==> src/axi_pkg.sv <==
package axi_pkg;

    typedef logic [31:0] axi_addr_t;
    typedef logic [31:0] axi_data_t;
    typedef logic [3:0]  axi_strb_t;
    typedef logic [2:0]  axi_size_t;
    typedef logic [1:0]  axi_resp_t;

    localparam axi_size_t AXI_SIZE_BYTE = 3'h0;
    localparam axi_size_t AXI_SIZE_HALF = 3'h1;
    localparam axi_size_t AXI_SIZE_WORD = 3'h2;

    localparam axi_resp_t AXI_RESP_OKAY   = 2'b00;
    localparam axi_resp_t AXI_RESP_SLVERR = 2'b10;

    typedef struct packed {
        axi_addr_t addr;
        axi_size_t size;
    } axi_aw_t;

    typedef struct packed {
        axi_addr_t addr;
        axi_size_t size;
    } axi_ar_t;

    typedef struct packed {
        axi_data_t data;
        axi_strb_t strb;    // single beat, no last flag
    } axi_w_t;

    typedef struct packed {
        axi_resp_t resp;
    } axi_b_t;

    typedef struct packed {
        axi_data_t data;
        axi_resp_t resp;
    } axi_r_t;

endpackage

==> src/lsu_pkg.sv <==
package lsu_pkg;

    // one-hot access width, zero means no access
    typedef logic [2:0] mem_width_t;

    localparam mem_width_t MEM_BYTE = 3'b001;
    localparam mem_width_t MEM_HALF = 3'b010;
    localparam mem_width_t MEM_WORD = 3'b100;

    // execute stage payload
    typedef struct packed {
        axi_pkg::axi_addr_t addr;
        axi_pkg::axi_data_t wdata;
    } ex_to_lsu_t;

    // decode stage control
    typedef struct packed {
        mem_width_t load_width;
        mem_width_t store_width;
        logic       load_unsigned;
        logic       is_load;
        logic       is_store;
    } dec_to_lsu_t;

    typedef struct packed {
        axi_pkg::axi_addr_t addr;
        axi_pkg::axi_data_t data;     // raw word, aligned later
        mem_width_t         load_width;
        logic               load_unsigned;
    } lsu_to_wb_t;

    localparam axi_pkg::axi_addr_t SRAM_BASE  = 32'h8000_0000;
    localparam int                 SRAM_WORDS = 256;

endpackage

==> src/load_align.sv <==
`timescale 1ns/1ns
module load_align (
    input  lsu_pkg::lsu_to_wb_t wb_in,
    output axi_pkg::axi_data_t  wb_data
);
    import axi_pkg::*;
    import lsu_pkg::*;

    logic [1:0]  off;
    axi_data_t   shifted;
    logic [7:0]  byte_val;
    logic [15:0] half_val;

    assign off      = wb_in.addr[1:0];
    assign shifted  = wb_in.data >> {off, 3'b000};  // lane down to bit 0
    assign byte_val = shifted[7:0];
    assign half_val = shifted[15:0];

    always_comb begin
        case (wb_in.load_width)
            MEM_BYTE: begin
                if (wb_in.load_unsigned) begin
                    wb_data = {24'h0, byte_val};
                end else begin
                    wb_data = {{24{byte_val[7]}}, byte_val};
                end
            end
            MEM_HALF: begin
                if (wb_in.load_unsigned) begin
                    wb_data = {16'h0, half_val};
                end else begin
                    wb_data = {{16{half_val[15]}}, half_val};
                end
            end
            default: wb_data = wb_in.data;  // word load or no access
        endcase
    end

endmodule

==> config.mk <==
export PLATFORM = sky130hd
export DESIGN_NAME = load_align
export DESIGN_NICKNAME = d
export VERILOG_FILES = /design/src/axi_pkg.sv /design/src/lsu_pkg.sv /design/src/load_align.sv
export SDC_FILE = /design/constraint.sdc
export NUM_CORES = 1
export LEC_CHECK = 0
export ABC_AREA = 1
export BUFFER_PORTS_ARGS = -buffer_cell sky130_fd_sc_hd__buf_2
export CORE_MARGIN = 2
export CORE_UTILIZATION = 32
export DETAILED_ROUTE_END_ITERATION = 8
export PLACE_DENSITY = 0.82
export SKIP_LAST_GASP = 1
export SYNTH_ARGS = -nofsm -noshare
export SYNTH_HDL_FRONTEND = slang
export SYNTH_SLANG_ARGS = --single-unit
export TNS_END_PERCENT = 10
==> constraint.sdc <==
create_clock -name vclk -period 1.35
set_clock_uncertainty 0.2 [all_clocks]
set_input_delay 0.27 -clock vclk [all_inputs]
set_output_delay 0.27 -clock vclk [all_outputs]
set_load 0.03 [all_outputs]
==> metrics.txt <==
Synth Warn #=0; grt total ovfl=0; endpoints failing setup=32; Int Pwr=~390 uW; number of buffers and inverters on the critical path=3; Setup TNS=-11.71 ns; Vias/cell=5.71; initial antenna violation count=0; failing checks=negative setup slack; CP max FO=21; diode count=0; DRC=0; Avg Cell Area, Syn=~4.9 um2; Post-Syn Area=a little under 900 um2; register area=0 um2; Die Wd=56.4 um; Routability Congestion=0.814; WS Path Type=input pin to output port; fill count=about 160; crit path launch type=input pin; HPWL reported at the end of detailed placement=2.57 mm; fin cells=302; Cells after Synth=178; Seq pwr share=0%; count leader, synth=nand2_1; I/O Buffers=70; die height=between 50 and 60 um; arrival time at the worst endpoint=approximately 1.3 ns; final hold viol count=0; vias in the first global route=between 1.5k and 2k; CP most frequent cell=buf_6; share of layout cells above drive strength 1=55.9%; RSZ-0062 raised after global routing=yes; Synth area leader=nand2_1; final wirelength=5.03 mm; area grow syn2layout=132%; Worst Hold Class=input pin to output port; core region area=roughly 2500 um2; sequential cells=0; die area=3180 um2; DP Cell Count=around 290; # IOs=100; antenna-violating nets left=0; Cell Chain, Critical Path=buf_12, buf_6, o21ai_0, o21ai_2, nand2_1, nand3_2, buf_6; Slew Limit Headroom=77.6%; MaxCap Viol Count=0; Clock Power Share=0%; Synth top area share=between 30% and 40%; LEAKAGE=0.00115 uW; outcome=complete, but fails checks; wire length of the first global-routing pass=between 7 and 8 mm; post-synth cell types=20; Sw Share=57.3%; via count=1,723; FMAX=~560 MHz; register area share after synthesis=0%; initial core utilization=between 30% and 40%; Power Density=450 nW/um2; CP peak stage delay=slightly above 0.3 ns; FP Rows=18; largest net degree at the start of global routing=26; Pre-antenna DRT Iters=5; VDD IR max=0.361 mV; Syn Nets=between 200 and 250; CP endpoint kind=output port; clock buf count=0; period utilization=133%; minimum clock period=between 1.5 and 2 ns; fin worst setup slack=-0.445 ns; fin nets=342; switching pwr=~520 uW; Gate power share=100.0%; CP delay by family, top=buffers and inverters; Slew Viols, Final=0; DRT iter0 DRCs=around 140; slowest stage cell on the critical path=o21ai_0; Routed WL per cell=around 17 um; synth cell count leaders=71 x nand2_1, 32 x nand3_1, 25 x o21ai_0; Worst Path Required=roughly 0.9 ns; gr usage total=28.8%; top post-synthesis cells by area=nand2_1 30%, nand3_1 18%, o21ai_0 14%; actual slew at the worst max-slew pin=approximately 0.33 ns
==> power groups by stage <==
stage | Sequential, uW | Combinational, uW | Clock (uW)
3_5_place_dp | 0 | 675 | 0
5_1_grt | 0 | 959 | 0
4_1_cts | 0 | 825 | 0
3_3_place_gp | 0 | 669 | 0
2_1_floorplan | 0 | 456 | 0
6_report | 0 | 914 | 0
==> logic make-up (layout without fill, tap and decap cells) <==
kind of cell / after synthesis / count (layout) / synth area share (%)
AND/OR/NAND/NOR: 127 / 127 / 67.8
AO/OA/AOI/OAI: 29 / 29 / 16.8
buffers and inverters: 22 / 116 / 15.4
==> stage by stage <==
stage	cell area, um2	total power [uW]	utilization (%)	hold slack (ns)	setup WS, ns
detailed placement	1490	675	58.6	0.680	-0.609
floorplan	1030	456	-	0.533	-0.224
global route	2030	959	79.8	0.687	-0.483
finish	2030	914	79.8	0.661	-0.445
global placement	1490	669	58.6	0.680	-0.555
CTS	1910	825	75.2	0.682	-0.354
==> worst min-delay path, cell delays in order <==
cell and delay [ns]:
buf_2 0.08, nand2_1 0.04, nand2_1 0.05, buf_4 0.15
==> placed cells by master, fill, tap and decap left out, drive strengths merged <==
master,netlist,routed
nand3,35,35
buf,10,103
inv,11,11
clkbuf,1,2
nand4,1,1
nand2,74,74
nor2,17,17
o21ai,27,27
o22ai,2,2
==> cell type report <==
type	count	area [um2]	share of cell area, %
inverter	11	66.3	3.26
multi-input combinational	156	995	49.0
timing repair buffer	105	933	45.9
tap	30	37.5	1.85
==> what timing repair did <==
| action | CTS | global route |
|---|---|---|
| hold buffers | 0 | 0 |
| buffers inserted | 10 | 1 |
| endpoints found under the setup margin | 32 | 32 |
| cloned | 3 | 0 |
| gates resized for setup | 79 | 30 |
| pin swaps | 13 | 12 |
==> final timing paths <==
path                          end  slack, ns  cells past startpoint  startpoint
worst max-delay path  wb_data[13]      -0.45                      7   wb_in[36]
worst min-delay path   wb_data[2]       0.66                      4    wb_in[6]
==> per-layer routing <==
layer	vias up	part of all wire (%)	global-route usage, %
met5	-	0	0
met4	0	4.3	10.5
met3	30	10	5.76
met2	133	50	50.6
met1	782	36	34.2
li1	778	-	-
No activity file was read; power rests on OpenSTA's default activity.
