`src/axi_pkg.sv`:
```
package axi_pkg;

    typedef logic [31:0] axi_addr_t;
    typedef logic [31:0] axi_data_t;
    typedef logic [3:0]  axi_strb_t;
    typedef logic [2:0]  axi_size_t;
    typedef logic [1:0]  axi_resp_t;

    localparam axi_size_t AXI_SIZE_BYTE = 3'h0;
    localparam axi_size_t AXI_SIZE_HALF = 3'h1;
    localparam axi_size_t AXI_SIZE_WORD = 3'h2;

    localparam axi_resp_t AXI_RESP_OKAY   = 2'b00;
    localparam axi_resp_t AXI_RESP_SLVERR = 2'b10;

    typedef struct packed {
        axi_addr_t addr;
        axi_size_t size;
    } axi_aw_t;

    typedef struct packed {
        axi_addr_t addr;
        axi_size_t size;
    } axi_ar_t;

    typedef struct packed {
        axi_data_t data;
        axi_strb_t strb;    // single beat, no last flag
    } axi_w_t;

    typedef struct packed {
        axi_resp_t resp;
    } axi_b_t;

    typedef struct packed {
        axi_data_t data;
        axi_resp_t resp;
    } axi_r_t;

endpackage

```
`src/lsu_pkg.sv`:
```
package lsu_pkg;

    // one-hot access width, zero means no access
    typedef logic [2:0] mem_width_t;

    localparam mem_width_t MEM_BYTE = 3'b001;
    localparam mem_width_t MEM_HALF = 3'b010;
    localparam mem_width_t MEM_WORD = 3'b100;

    // execute stage payload
    typedef struct packed {
        axi_pkg::axi_addr_t addr;
        axi_pkg::axi_data_t wdata;
    } ex_to_lsu_t;

    // decode stage control
    typedef struct packed {
        mem_width_t load_width;
        mem_width_t store_width;
        logic       load_unsigned;
        logic       is_load;
        logic       is_store;
    } dec_to_lsu_t;

    typedef struct packed {
        axi_pkg::axi_addr_t addr;
        axi_pkg::axi_data_t data;     // raw word, aligned later
        mem_width_t         load_width;
        logic               load_unsigned;
    } lsu_to_wb_t;

    localparam axi_pkg::axi_addr_t SRAM_BASE  = 32'h8000_0000;
    localparam int                 SRAM_WORDS = 256;

endpackage

```
`src/lsu.sv`:
```
`timescale 1ns/1ns
module lsu (
    input  logic                 clk,
    input  logic                 rst,
    input  logic                 exu_valid,
    input  logic                 wbu_ready,
    output logic                 lsu_ready,
    output logic                 lsu_valid,
    input  lsu_pkg::ex_to_lsu_t  ex_in,
    input  lsu_pkg::dec_to_lsu_t dec_in,
    output lsu_pkg::lsu_to_wb_t  wb_out,
    output logic                 access_fault,

    input  logic                 aw_ready,
    output logic                 aw_valid,
    output axi_pkg::axi_aw_t     aw,
    input  logic                 w_ready,
    output logic                 w_valid,
    output axi_pkg::axi_w_t      w,
    output logic                 b_ready,
    input  logic                 b_valid,
    input  axi_pkg::axi_b_t      b,
    input  logic                 ar_ready,
    output logic                 ar_valid,
    output axi_pkg::axi_ar_t     ar,
    output logic                 r_ready,
    input  logic                 r_valid,
    input  axi_pkg::axi_r_t      r
);
    import axi_pkg::*;
    import lsu_pkg::*;

    typedef enum logic {
        IDLE,
        BUSY
    } lsu_state_t;

    lsu_state_t  state;
    logic        launch;        // first busy cycle, issue the operation
    ex_to_lsu_t  op_ex;
    dec_to_lsu_t op_dec;
    axi_data_t   data_q;
    logic [1:0]  off;

    function automatic axi_size_t width_to_size(input mem_width_t width);
        case (width)
            MEM_BYTE: return AXI_SIZE_BYTE;
            MEM_HALF: return AXI_SIZE_HALF;
            default:  return AXI_SIZE_WORD;
        endcase
    endfunction

    assign lsu_ready = (state == IDLE);
    assign off       = op_ex.addr[1:0];

    // request payloads come straight from the held operation
    assign ar.addr = op_ex.addr;
    assign ar.size = width_to_size(op_dec.load_width);
    assign aw.addr = op_ex.addr;
    assign aw.size = width_to_size(op_dec.store_width);
    assign w.data  = op_ex.wdata << {off, 3'b000};   // move into byte lane

    always_comb begin
        case (op_dec.store_width)
            MEM_BYTE: w.strb = axi_strb_t'(4'b0001 << off);
            MEM_HALF: w.strb = axi_strb_t'(4'b0011 << off);
            MEM_WORD: w.strb = 4'b1111;
            default:  w.strb = 4'b0000;
        endcase
    end

    assign wb_out.addr          = op_ex.addr;
    assign wb_out.data          = data_q;
    assign wb_out.load_width    = op_dec.is_load ? op_dec.load_width : '0;
    assign wb_out.load_unsigned = op_dec.load_unsigned;

    always_ff @(posedge clk) begin
        if (lsu_ready && exu_valid) begin
            op_ex  <= ex_in;
            op_dec <= dec_in;
        end
        if (state == BUSY && launch) begin
            data_q <= (op_dec.is_load || op_dec.is_store) ? '0 : op_ex.addr;
        end
        if (r_valid && r_ready) begin
            data_q <= r.data;
        end
    end

    always_ff @(posedge clk or posedge rst) begin
        if (rst) begin
            state        <= IDLE;
            launch       <= 1'b0;
            lsu_valid    <= 1'b0;
            access_fault <= 1'b0;
            aw_valid     <= 1'b0;
            w_valid      <= 1'b0;
            b_ready      <= 1'b0;
            ar_valid     <= 1'b0;
            r_ready      <= 1'b0;
        end else begin
            case (state)
                IDLE: begin
                    if (exu_valid) begin
                        state  <= BUSY;
                        launch <= 1'b1;
                    end
                end
                BUSY: begin
                    if (launch) begin
                        launch <= 1'b0;
                        if (op_dec.is_load) begin
                            ar_valid <= 1'b1;
                        end else if (op_dec.is_store) begin
                            aw_valid <= 1'b1;
                            w_valid  <= 1'b1;
                        end else begin
                            lsu_valid <= 1'b1;  // address passthrough
                        end
                    end
                    if (ar_valid && ar_ready) begin
                        ar_valid <= 1'b0;
                        r_ready  <= 1'b1;
                    end
                    if (r_valid && r_ready) begin
                        r_ready      <= 1'b0;
                        lsu_valid    <= 1'b1;
                        access_fault <= (r.resp != AXI_RESP_OKAY);
                    end
                    if (aw_valid && aw_ready && w_valid && w_ready) begin
                        aw_valid <= 1'b0;
                        w_valid  <= 1'b0;
                        b_ready  <= 1'b1;
                    end
                    if (b_valid && b_ready) begin
                        b_ready      <= 1'b0;
                        lsu_valid    <= 1'b1;
                        access_fault <= (b.resp != AXI_RESP_OKAY);
                    end
                    if (lsu_valid && wbu_ready) begin   // result taken
                        lsu_valid    <= 1'b0;
                        access_fault <= 1'b0;
                        state        <= IDLE;
                    end
                end
                default: state <= IDLE;
            endcase
        end
    end

endmodule

```
`config.mk`:
```
export PLATFORM = sky130hd
export DESIGN_NAME = lsu
export DESIGN_NICKNAME = d
export VERILOG_FILES = /design/src/axi_pkg.sv /design/src/lsu_pkg.sv /design/src/lsu.sv
export SDC_FILE = /design/constraint.sdc
export NUM_CORES = 1
export LEC_CHECK = 0
export BUFFER_PORTS_ARGS = -buffer_cell sky130_fd_sc_hd__buf_2
export CORE_AREA = 2 2 115 117
export CTS_CLUSTER_DIAMETER = 40
export DETAILED_ROUTE_END_ITERATION = 6
export DIE_AREA = 0 0 117 119
export GPL_TIMING_DRIVEN = 0
export PLACE_DENSITY = 0.77
export SLEW_MARGIN = 20
export SYNTH_ARGS = -nofsm -noshare
export SYNTH_HDL_FRONTEND = slang
export SYNTH_SLANG_ARGS = --single-unit
export TNS_END_PERCENT = 30
```
`constraint.sdc`:
```
create_clock -name clk -period 6.07 [get_ports clk]
set_clock_uncertainty 0.05 [all_clocks]
set_input_delay 0 -clock clk [delete_from_list [all_inputs] [get_ports clk]]
set_output_delay 0 -clock clk [all_outputs]
set_load 0.01 [all_outputs]
```
==> impl_metrics.json <==
{
  "status": "finished clean",
  "synthTopCellsByArea": "edfxtp_1, buf_4, a22o_1, dfrtp_1, mux2i_1",
  "ys_ff_latch": 113,
  "setup.worst_path.class": "register to output pin",
  "fin_crit_sh": 0.3643,
  "dieArea_um2": 13920,
  "worst-r2r-cell-count": 4,
  "sw_frac_of_total": 0.3146,
  "worstSkewPairLatency_ns": 0.40,
  "die_w_um": 117,
  "arrival_ns": 2.16,
  "critPathMaxFanout": 9,
  "cts.sinks": 113,
  "combPwrFrac": 0.334,
  "numCtsBuffers": 17,
  "reg2reg_from": "r_ready",
  "power.density_nw_per_um2": 370.0,
  "drc_errors": 0,
  "cts_root_buf": "clkbuf_16",
  "p_int_mw": 2.215,
  "die_y_um": 119,
  "path_cells": "nor2b_1, clkbuf_1, a22oi_1, o21ai_1, buf_2",
  "rsz0062_at_grt": "no",
  "cp.depth": 5,
  "yosys_warnings": 0,
  "path_buf_inv": 2,
  "vias_per_cell": 4.768,
  "routed_wl_um": 17490,
  "grt_overflow": 0,
  "global_route.usage.total": 0.2464,
  "grt_pass1_wl_um": 25580,
  "setup_slack_ns": 3.859,
  "max_freq_ghz": 0.4522,
  "gp_congestion": 0.8831,
  "p_clk_frac": 0.283,
  "critPathCaptureType": "output pin",
  "grt_pass1_vias": 5133,
  "clkTransAtPathRegs_ns": 0.05,
  "syn_to_final_growth_pct": 64.82,
  "synth_seq_area_share": 0.6328,
  "drive_gt1_frac": 0.5228,
  "cpPeakStageDelay_ns": 0.49,
  "cp_slowest_cell": "edfxtp_1",
  "pre_cts_slack_ns": 3.974,
  "worst_slew_pin_slew_ns": 0.8047,
  "postSynthAreaPerCell_um2": 13.59,
  "port_buffers": 297,
  "routedWlPerCell_um": 17.30,
  "netlist_instances": 390,
  "htreeDepth": 4,
  "syn_area_um2": 5299,
  "synth_top_area_cell": "edfxtp_1",
  "seqPwrFrac": 0.383,
  "worst_hold_slack_ns": 0.06291,
  "post_cts_buffers": 0,
  "clockBufferDepth": 2,
  "initial_core_util": 0.4116,
  "cp-start-kind": "register",
  "drtPass1Iterations": 4,
  "grt_max_degree": 33,
  "cts_tree": "built",
  "num_vias": 4820,
  "critPathTopFamily": "buffers and inverters",
  "synth_cell_types": 32,
  "required_ns": 6.02,
  "period_minus_slack_ns": 2.211,
  "finalNonFillerCells": 1011,
  "synth_top_area_share": 0.5950,
  "utilization": 0.6783,
  "leakagePower_nw": 4.046,
  "fin_tns_setup_ns": 0,
  "rows": 42,
  "core_area_um2": 12870,
  "p_sw_mw": 1.017,
  "hold_class": "input port to async pin",
  "ant_nets": 0,
  "drv_slew": 0,
  "slew_headroom": 0.4635,
  "io_pins": 300,
  "peakVddDrop_v": 0.0002344,
  "drt-initial-drc-count": 302,
  "cap_violations": 0,
  "final-setup-viol-count": 0,
  "place_hpwl_um": 11050,
  "cp-startpoint": "ar[4]",
  "dpl.cell_count": 866,
  "fin_nets": 940,
  "antenna_found_initial": 1,
  "finalHoldViolations": 0
}
[layout make-up]
cell class              count  area (um^2)
plain buffers             117        859.6
diodes                      1        2.502
repair buffers            412         2665
fillers                   869         4141
clock inverters            10        93.84
well taps                 176        220.2
clock buffers              21        440.4
inverters                   2        7.507
flip-flops and latches    113         3353
multi-input cells         159         1091
[worst register-to-register path: cells and delay by family (launching register included)]
kind | cells | cell delay (ns)
DFF | 1 | 0.41
buffers and inverters | 2 | 0.40
AOI/OAI and AO/OA | 1 | 0.67
and+or+nand+nor | 1 | 0.17
[cell families (layout without fill, tap and decap cells)]
logic type	count (synthesis)	count (layout)	synth area share
AO/OA/AOI/OAI	77	77	0.1055
XOR/XNOR	2	2	0.003306
buffers and inverters	119	562	0.1636
flip-flops	113	113	0.6328
multiplexers	16	16	0.03022
other	1	3	0.0007077
AND/OR/NAND/NOR	62	62	0.06376
[final timing paths]
kind | endpoint | slack, ns
max in group asynchronous | w_valid | 5.65
setup / recovery | w[2] | 3.86
setup reg to reg | data_q[28] | 3.99
min in group clk | access_fault | 0.11
hold / removal | lsu_valid | 0.06
hold reg to reg | lsu_valid | 0.45
[state kept, by name, summed over array words and instances (netlist names)]
| name | flops |
|---|---|
| data_q | 32 |
| access_fault | 1 |
| w_valid | 1 |
| op_dec | 8 |
| b_ready | 1 |
| launch | 1 |
| op_ex | 32 |
| ar | 32 |
| state | 1 |
| lsu_valid | 1 |
| wb_out | 1 |
| ar_valid | 1 |
| r_ready | 1 |
[power groups by stage]
stage	Clock, mW	Sequential (mW)	Combinational [mW]
floorplan	0	1.28	0.525
global placement	0	1.25	0.954
detailed placement	0	1.24	0.996
CTS	0.924	1.23	1.06
global route	0.963	1.26	1.16
finish	0.914	1.24	1.08
[cell usage after synthesis, drive strengths merged]
cell    number
o31ai        3
a21oi       11
a211oi       9
or2          1
nor3b        1
nor2b       14
edfxtp     105
nand2b       3
a31oi        5
a22o        33
a22oi        1
xor2         2
o21ai       12
mux2i       16
a41oi        1
nor3         1
inv          2
buf        110
nand4b       1
conb         1
a32o         1
dfrtp        8
nand3        1
nand2       12
clkbuf       7
and2        13
nor2        15
a21o         1
[per-stage QoR]
stage	total power, mW	area, um^2
after floorplan	1.806	5303
after global placement	2.207	7009
after detailed placement	2.240	7066
after CTS	3.218	8731
after global routing	3.379	8733
final	3.231	8733
[per-layer routing]
metal  vias to the layer above  track usage  routed length [um]
met2                       301       0.4570                9276
met4                         0       0.1309                 527
met5                         -            0                   0
met1                      2272       0.2400                6297
li1                       2198            -                   -
met3                        49      0.07125                1389
[cell usage in the layout (no fill, tap or decap), drive strengths merged, types with 2 or more instances in the layout]
master,n
a211oi,9
a21oi,11
a22o,33
a31oi,5
and2,13
buf,409
bufinv,2
clkbuf,28
clkinv,8
conb,2
dfrtp,8
dlygate4sd3,113
edfxtp,105
inv,2
mux2i,16
nand2,12
nand2b,3
nor2,15
nor2b,14
o21ai,12
o31ai,3
xor2,2
[timing repair]
item / in CTS / in global routing
endpoints found under the hold margin: 119 / 0
hold buffers: 113 / 0
gates resized for setup: 0 / 0
No activity file was read; power rests on OpenSTA's default activity.
